`config.mk`:
```
export PLATFORM = sky130hd
export DESIGN_NAME = uv_cost_eval
export DESIGN_NICKNAME = d
export VERILOG_FILES = /design/src/logic/chroma_pkg.sv /design/src/logic/uv_cost_eval.sv
export SDC_FILE = /design/constraint.sdc
export NUM_CORES = 2
export LEC_CHECK = 0
export ABC_CLOCK_PERIOD_IN_PS = 8400
export BUFFER_PORTS_ARGS = -buffer_cell sky130_fd_sc_hd__buf_2
export CORE_AREA = 2 2 302 304
export DETAILED_ROUTE_END_ITERATION = 8
export DIE_AREA = 0 0 304 306
export PLACE_DENSITY = 0.74
export SETUP_SLACK_MARGIN = 0.3
export SYNTH_ARGS = -nofsm -noshare
export SYNTH_HDL_FRONTEND = slang
export SYNTH_SLANG_ARGS = --single-unit
export TNS_END_PERCENT = 50
```
`constraint.sdc`:
```
create_clock -name clk -period 8.4 [get_ports clk]
set_clock_uncertainty 0.2 [all_clocks]
set_input_delay 0.84 -clock clk [delete_from_list [all_inputs] [get_ports clk]]
set_output_delay 0.84 -clock clk [all_outputs]
set_load 0.005 [all_outputs]
```
`src/logic/chroma_pkg.sv`:
```
// Chroma mode decision shared types, mode codes and fixed mode costs
package chroma_pkg;

    localparam int UV_ROWS = 8;

    // Try order is the encoding order
    typedef enum logic [1:0] {
        UV_DC = 2'd0,
        UV_TM = 2'd1,
        UV_VE = 2'd2,
        UV_HE = 2'd3
    } uv_mode_e;

    // Mode header cost, indexed by uv_mode_e
    localparam logic [3:0][15:0] fixed_cost = {16'd642, 16'd439, 16'd984, 16'd302};

    typedef logic [7:0] pixel_t;

    // Bytes 0..7 are U columns, 8..15 are V columns
    typedef pixel_t [15:0] uv_row_t;
    typedef uv_row_t [UV_ROWS-1:0] uv_block_t;

    typedef struct packed {
        pixel_t [7:0] top_u;
        pixel_t [7:0] top_v;
        pixel_t [7:0] left_u;
        pixel_t [7:0] left_v;
        pixel_t       top_left_u;
        pixel_t       top_left_v;
    } uv_edges_t;

    typedef logic signed [8:0] level_t;
    typedef level_t [15:0] uv_level_row_t;
    typedef uv_level_row_t [UV_ROWS-1:0] uv_levels_t;

    typedef uv_block_t [3:0] uv_pred_set_t;

    // Saturate a signed intermediate back to pixel range
    function automatic pixel_t clip_pixel(input logic signed [9:0] v);
        if (v < 0)
            return 8'd0;
        if (v > 10'sd255)
            return 8'd255;
        return v[7:0];
    endfunction

endpackage

```
`src/logic/uv_cost_eval.sv`:
```
// Distortion and rate accumulator over the reconstructed row stream
`timescale 1ns/1ps

module uv_cost_eval
    import chroma_pkg::*;
#(
    parameter int BLOCK_ROWS = 8
) (
    input  logic          clk,
    input  logic          rst_n,
    input  logic          rec_start,
    input  logic          row_valid,
    input  uv_row_t       row_src,
    input  uv_row_t       row_rec,
    input  uv_level_row_t row_lvl,
    output logic [31:0]   sse,
    output logic [31:0]   rate,
    output logic          eval_done
);

    localparam int CW = $clog2(BLOCK_ROWS);

    logic [CW-1:0] row_cnt;
    logic [31:0]   row_sse;
    logic [31:0]   row_rate;

    always_comb begin
        logic [7:0] diff;
        logic [8:0] lvl_abs;
        row_sse  = '0;
        row_rate = '0;
        for (int i = 0; i < 16; i++) begin
            diff     = (row_src[i] > row_rec[i]) ? row_src[i] - row_rec[i]
                                                 : row_rec[i] - row_src[i];
            lvl_abs  = row_lvl[i][8] ? 9'(-row_lvl[i]) : row_lvl[i];
            row_sse  = row_sse + 32'(diff) * 32'(diff);
            row_rate = row_rate + 32'(lvl_abs);
        end
    end

    always_ff @(posedge clk or negedge rst_n) begin
        if (!rst_n) begin
            sse       <= '0;
            rate      <= '0;
            row_cnt   <= '0;
            eval_done <= 1'b0;
        end else if (rec_start) begin
            sse       <= '0;
            rate      <= '0;
            row_cnt   <= '0;
            eval_done <= 1'b0;
        end else begin
            // Fires the cycle after the last row
            eval_done <= row_valid && (row_cnt == CW'(BLOCK_ROWS - 1));
            if (row_valid) begin
                sse     <= sse + row_sse;
                rate    <= rate + row_rate;
                row_cnt <= row_cnt + 1'b1;
            end
        end
    end

endmodule

```
### Word-level counts from Yosys, hierarchy flattened

Index checks and enable logic that the tools add are counted.

* magnitude comparators: 16
* $add $sub $neg: 81
* multiply operators: 16
* muxes and demuxes: 39
* equality and inequality tests: 1
* reductions and logical operators: 2

Operator list (count)
* $mul 8x8->16: 16
* $sub 8x8->8: 32
* $mux 9: 16
* $neg 9->9: 16
* $gt 8x8->1: 16
* $mux 32: 4
* $mux 8: 16
* $add 32x24->32: 1
* $add 32x31->32: 1
* $add 30x16->31: 1
* $add 29x16->30: 1
* $add 28x16->29: 1
* $add 27x16->28: 1
* $add 26x16->27: 1
* $add 25x16->26: 1
* $add 24x16->25: 1
* $add 23x16->24: 1
* $add 23x9->24: 1
* $add 22x16->23: 1
* $add 22x9->23: 1
* $add 21x16->22: 1
* $add 21x9->22: 1
* $add 20x16->21: 1
* $add 20x9->21: 1
* 21 further kinds: 22

* output and inout bits: 65
* word-level logic and storage cells: 159
* flip-flop bits (word level): 68
* bits of input ports: 404

### Depth between registers and ports, before layout

* depth in word-level cells: 21
* depth in mapped cells: 43
* depth with buffers taken out: 42

### Worst setup path after synthesis

OpenSTA, ideal clock, no wires.

* path kind: input-to-reg
* from: input port row_src[112] (netlist name)
* to: register sse[29]
* library setup time: 132 ps
* buffers on the path: 0
* required time: 8068 ps
* setup slack: -2606 ps
* arrival time: 10674 ps
* cell stages on the path: 40
* path through: inv_1 ha_1 inv_1 fa_1 a21oi_1 nor2b_1 a21o_1 a2111oi_4 nor2_4 mux2i_1 xor2_1 nor2_1 fa_1 inv_1 fa_1 inv_1 fa_1 inv_1 [... 4 more ...] inv_1 fa_1 fa_1 inv_1 fa_1 fa_1 inv_1 fa_1 inv_1 ha_1 a21o_1 a21o_1 a21o_1 a311o_1 nor3_1 nor3b_1 xnor2_1 nor2_1

* word-level cells in the longest chain between the ends: 8
* elaborated cells on any way between the ends: 10
* classes of those cells: add/sub (5); mul (1); order compare (1); mux (3)

RTL lines
* from (decl): line uv_cost_eval.sv:13 `input uv_row_t row_src,`
* $sub 8x8->8 (tied with other cells): line uv_cost_eval.sv:34 `: row_rec[i] - row_src[i];`
* $mux 8 (*): line uv_cost_eval.sv:33 `diff = (row_src[i] > row_rec[i]) ? row_src[i] - row_rec[i]`
* $mul 8x8->16 (*): line uv_cost_eval.sv:36 `row_sse = row_sse + 32'(diff) * 32'(diff);`
* $add 29x16->30 (*): line uv_cost_eval.sv:36
* $add 30x16->31 (*): line uv_cost_eval.sv:36
* $add 32x31->32 (*): line uv_cost_eval.sv:56 `sse <= sse + row_sse;`
* $mux 32 (*): line uv_cost_eval.sv:55 `if (row_valid) begin`
* $mux 32 (*): line uv_cost_eval.sv:47 `end else if (rec_start) begin`
* to (signal assigned): line uv_cost_eval.sv:56
* to (decl): line uv_cost_eval.sv:16 `output logic [31:0] sse,`

Mark *: on every way between the ends. The rest lies on a longest branch, timed or not. The select of a mux whose other input is x is not followed.
A chain may end at the register's enable or synchronous reset.

### Final worst setup path

* from: input port row_rec[56] (netlist name)
* to: register sse[15]

* word-level cells in the longest chain between the ends: 15
* elaborated cells on any way between the ends: 17
* classes of those cells: add/sub (12); mul (1); order compare (1); mux (3)

RTL lines
* from (decl): line uv_cost_eval.sv:14 `input uv_row_t row_rec,`
* $sub 8x8->8 (tied with other cells): line uv_cost_eval.sv:34
* $mux 8 (*): line uv_cost_eval.sv:33
* $mul 8x8->16 (*): line uv_cost_eval.sv:36
* $add 22x16->23 (*): line uv_cost_eval.sv:36
* $add 23x16->24 (*): line uv_cost_eval.sv:36
* $add 24x16->25 (*): line uv_cost_eval.sv:36
* $add 25x16->26 (*): line uv_cost_eval.sv:36
* $add 26x16->27 (*): line uv_cost_eval.sv:36
* $add 27x16->28 (*): line uv_cost_eval.sv:36
* $add 28x16->29 (*): line uv_cost_eval.sv:36
* $add 29x16->30 (*): line uv_cost_eval.sv:36
* $add 30x16->31 (*): line uv_cost_eval.sv:36
* $add 32x31->32 (*): line uv_cost_eval.sv:56
* $mux 32 (*): line uv_cost_eval.sv:55
* $mux 32 (*): line uv_cost_eval.sv:47

Marked as above.

==> impl_results.md <==
- Number of clock sinks seen by CTS: 68
- Starting density of the core: 54.52%
- Area fraction in and, or, nand and nor cells after synthesis: 10.62%
- Final critical path time including I/O delays and setup: 10.76 ns
- DRT Wirelength: 136.9 mm
- Sequential share of the synthesized area: 3.484%
- Highest Clock Rate: 0.09297 GHz
- Boundary pin count: 469
- Number of vias per cell after detailed routing: 5.139
- Data arrival, critical path: 10.76 ns
- Top Family by Delay on Critical Path: adder cells
- Combined buffer and inverter count along the critical path: 9
- Wire length of the first global-routing pass: 223.9 mm
- Number of remaining DRC errors: 0
- Share of cell area taken by muxes after synthesis: 2.638%
- Worst min path class: reg -> reg
- Mapped Area: 48850 µm²
- Number of buffers inserted during clock tree synthesis: 9
- Dominant combinational cell family by area after synthesis: adder cells
- Total global routing track utilization: 29.96%
- Routed length per placed instance: 17.10 µm
- Clock-pin slew reported for the worst setup and hold paths after clock tree synthesis: 0.06 ns
- Count of max-cap constraint violations: 0
- Vertical die dimension: 306 µm
- Placed Cells: 7932
- DRC marker count from the first detailed-route iteration: 2395
- Critical path data required time: 8.40 ns
- Number of synthesized flops with an enable pin: 0
- Top post-synthesis cells by area: sky130_fd_sc_hd__fa_1 (41%), sky130_fd_sc_hd__ha_1 (16%), sky130_fd_sc_hd__inv_1 (12%)
- Kind of end point of the critical path: register
- Synthesized area divided by synthesized cell count: 9.002 µm²
- Cell chosen for the clock root: sky130_fd_sc_hd__clkbuf_16
- Gp weighted congestion: 0.9920
- Post-synthesis share of cell area spent on full adders, half adders and majority gates: 57.57%
- Peak per-stage delay on the critical path: 0.56 ns
- Slew headroom: 38.94%
- Clock tree from TritonCTS: done
- Grt ovf: 0
- Primary FF master, synth: sky130_fd_sc_hd__dfrtp_1
- Flop and latch count out of synthesis: 68
- Worst skew pair latency: 0.34 ns
- Number of nets at the end of the flow: 8868
- Cell type with the highest aggregate area in the netlist: sky130_fd_sc_hd__fa_1
- Fraction of layout cells with a size suffix above 1: 27.27%
- Kind of start point of the critical path: input port
- Vias in the first global route: 44330
- Detailed Routing Iterations Pass 1: 6
- Cell count after synthesis: 5426
- Post-synthesis xor/xnor area fraction: 4.854%
- Number of pins with negative max-slew slack in the final report: 0
- Placement row count: 110
- Worst-case clock buffer depth: 2
- Via Count: 41138
- Number of distinct library cells after synthesis: 86
- Actual slew at the worst max-slew pin: 0.9084 ns
- Most used standard cells in the synthesized netlist: sky130_fd_sc_hd__inv_1 (1552), sky130_fd_sc_hd__fa_1 (1009), sky130_fd_sc_hd__ha_1 (633)
- Net Count, Synth: 7472
- Outcome: finished, violations left
- Failing checks: negative setup slack
- Share of synthesized registers carrying an async set or reset: 100.0%
- Number of antenna-violating nets in the routed design: 0
- Dominant cell by count in the synthesized netlist: sky130_fd_sc_hd__inv_1
- Total number of yosys warnings: 0
- Largest net degree at the start of global routing: 69
- Critical path's most frequent cell: sky130_fd_sc_hd__fa_1
- Hold Buf Count CTS: 0
- Cell at the slowest stage of the critical path: sky130_fd_sc_hd__fa_1
- Hold Violations, Final: 0
- Placed wire-length estimate after detailed placement: 124.7 mm
- Fill cell total of the finished layout: 6978
- Filler-free cell count of the finished design: 8005
- Final Setup Violations: 29
- Antenna violations before repair: 9
- Total of buffers placed on input and output ports: 468
- H-tree depth: 3
- Slack of the critical path: -2.356 ns
- Setup repair after global routing missed its margin: true
- Core region area: 89600 µm²
- Worst-path maximum fanout: 7
- Final Cycle Share: 128.0%
- Area share of the largest cell type after synthesis: 41.35%
- Width of the die: 304 µm
- Crit Path Class: in -> reg
- Area Growth Syn to Fin: 26.06%
- Die ar.: 93020 µm²
- Synth Area in Compound Gates: 8.092%
cell type report:
type	instances	area, µm²	share of cell area, %
Inverter	1558	5863	9.522
Sequential cell	68	1702	2.763
Multi-Input combinational cell	3711	42250	68.62
Timing Repair Buffer	1474	9978	16.20
Clock buffer	12	256.5	0.4165
Antenna cell	2	5.005	0.008128
Clock inverter	4	47.55	0.07721
Tap cell	1176	1471	2.390
metrics by stage:
step           instance area (µm²)  setup TNS, ns  setup WS (ns)  hold WS [ns]  utilization [%]
2_1_floorplan                49420         -48.93         -2.045        0.2906                -
3_3_place_gp                 59990         -68.77         -2.680        0.3091            66.96
3_5_place_dp                 59990         -73.07         -2.931        0.3234            66.96
4_1_cts                      60850         -59.18         -2.308        0.3356            67.92
5_1_grt                      61570         -68.30         -2.633        0.3585            68.72
6_report                     61580         -59.82         -2.356        0.3369            68.73
worst reg2reg max path, stage by stage (launching register included):
cell                       delay, ns
sky130_fd_sc_hd__dfrtp_1        0.37
sky130_fd_sc_hd__inv_1          0.08
sky130_fd_sc_hd__fa_1           0.51
sky130_fd_sc_hd__fa_1           0.54
sky130_fd_sc_hd__inv_1          0.05
sky130_fd_sc_hd__fa_1           0.47
sky130_fd_sc_hd__fa_1           0.59
sky130_fd_sc_hd__fa_1           0.49
sky130_fd_sc_hd__fa_1           0.54
sky130_fd_sc_hd__inv_1          0.07
sky130_fd_sc_hd__fa_1           0.56
sky130_fd_sc_hd__inv_2          0.07
sky130_fd_sc_hd__fa_1           0.55
sky130_fd_sc_hd__ha_4           0.22
sky130_fd_sc_hd__a21o_1         0.19
sky130_fd_sc_hd__a2111o_1       0.41
sky130_fd_sc_hd__a32oi_4        0.39
sky130_fd_sc_hd__a21oi_2        0.11
sky130_fd_sc_hd__xor2_1         0.15
sky130_fd_sc_hd__mux2i_1        0.15
sky130_fd_sc_hd__nor2_1         0.05
what timing repair did:
action	4_1_cts	5_1_grt
setup buffers	29	26
gates resized for setup	82	127
endpoints found under the setup margin	29	29
pin swaps	102	56
flip-flops by register name, indices dropped and copies added, names as in the netlist:
register / flops
eval_done: 1
rate: 32
sse: 32
row_cnt: 3
placed cells by master, fill, tap and decap left out, drive strengths merged, types with 13 or more instances in the layout:
cell    synthesis  routed
or3            27      27
a21oi         176     176
nand2         175     175
o21a           17      17
nand3          32      32
xor2           95      95
a211oi         22      22
o211ai         14      14
fa           1009    1009
or2            70      70
nor2b          50      50
dfrtp          68      68
or4            20      20
nand2b        100     100
nand4          36      36
a21o          103     103
mux2           22      22
nor3           35      35
buf            29    1474
xnor2         168     168
inv          1558    1558
o31ai          26      26
nor2          458     458
and2           20      20
o21ai         110     110
a221oi         13      13
o21bai         34      34
nor4           14      14
ha            633     633
mux2i         104     104
a31oi          21      21
metal layers:
metal | routed length (µm) | global-route usage [%] | part of all wire (%)
met4 | 3584 | 6.456 | 2.6
met5 | 89 | 0 | 0.065
met2 | 67000 | 51.95 | 49
met3 | 10260 | 4.928 | 7.5
met1 | 55990 | 39.60 | 41
worst paths after layout:
check | slack [ns] | startpoint | to | depth (start not counted)
worst min register to register | 0.34 | row_cnt[2] | row_cnt[2] | 2
worst max register to register | 1.51 | sse[7] | sse[15] | 20
min in group asynchronous | 0.42 | rst_n | rate[31] | 1
worst min-delay path | 0.34 | row_cnt[2] | row_cnt[2] | 2
worst max-delay path | -2.36 | row_rec[56] | sse[15] | 38
max in group asynchronous | 6.99 | rst_n | sse[5] | 1
cell families (layout without fill, tap and decap cells):
logic type,Yosys count,count (layout)
adder cells (fa/ha/maj),1642,1642
AND/OR/NAND/NOR,1077,1077
XOR/XNOR,263,263
other,0,2
multiplexers,126,126
AO/OA/AOI/OAI,603,603
flip-flops,68,68
buffers and inverters,1647,3048
Power is left out: the tool's default activity adds up to more than one toggle a clock period on the data nets, which glitch-free logic cannot reach.
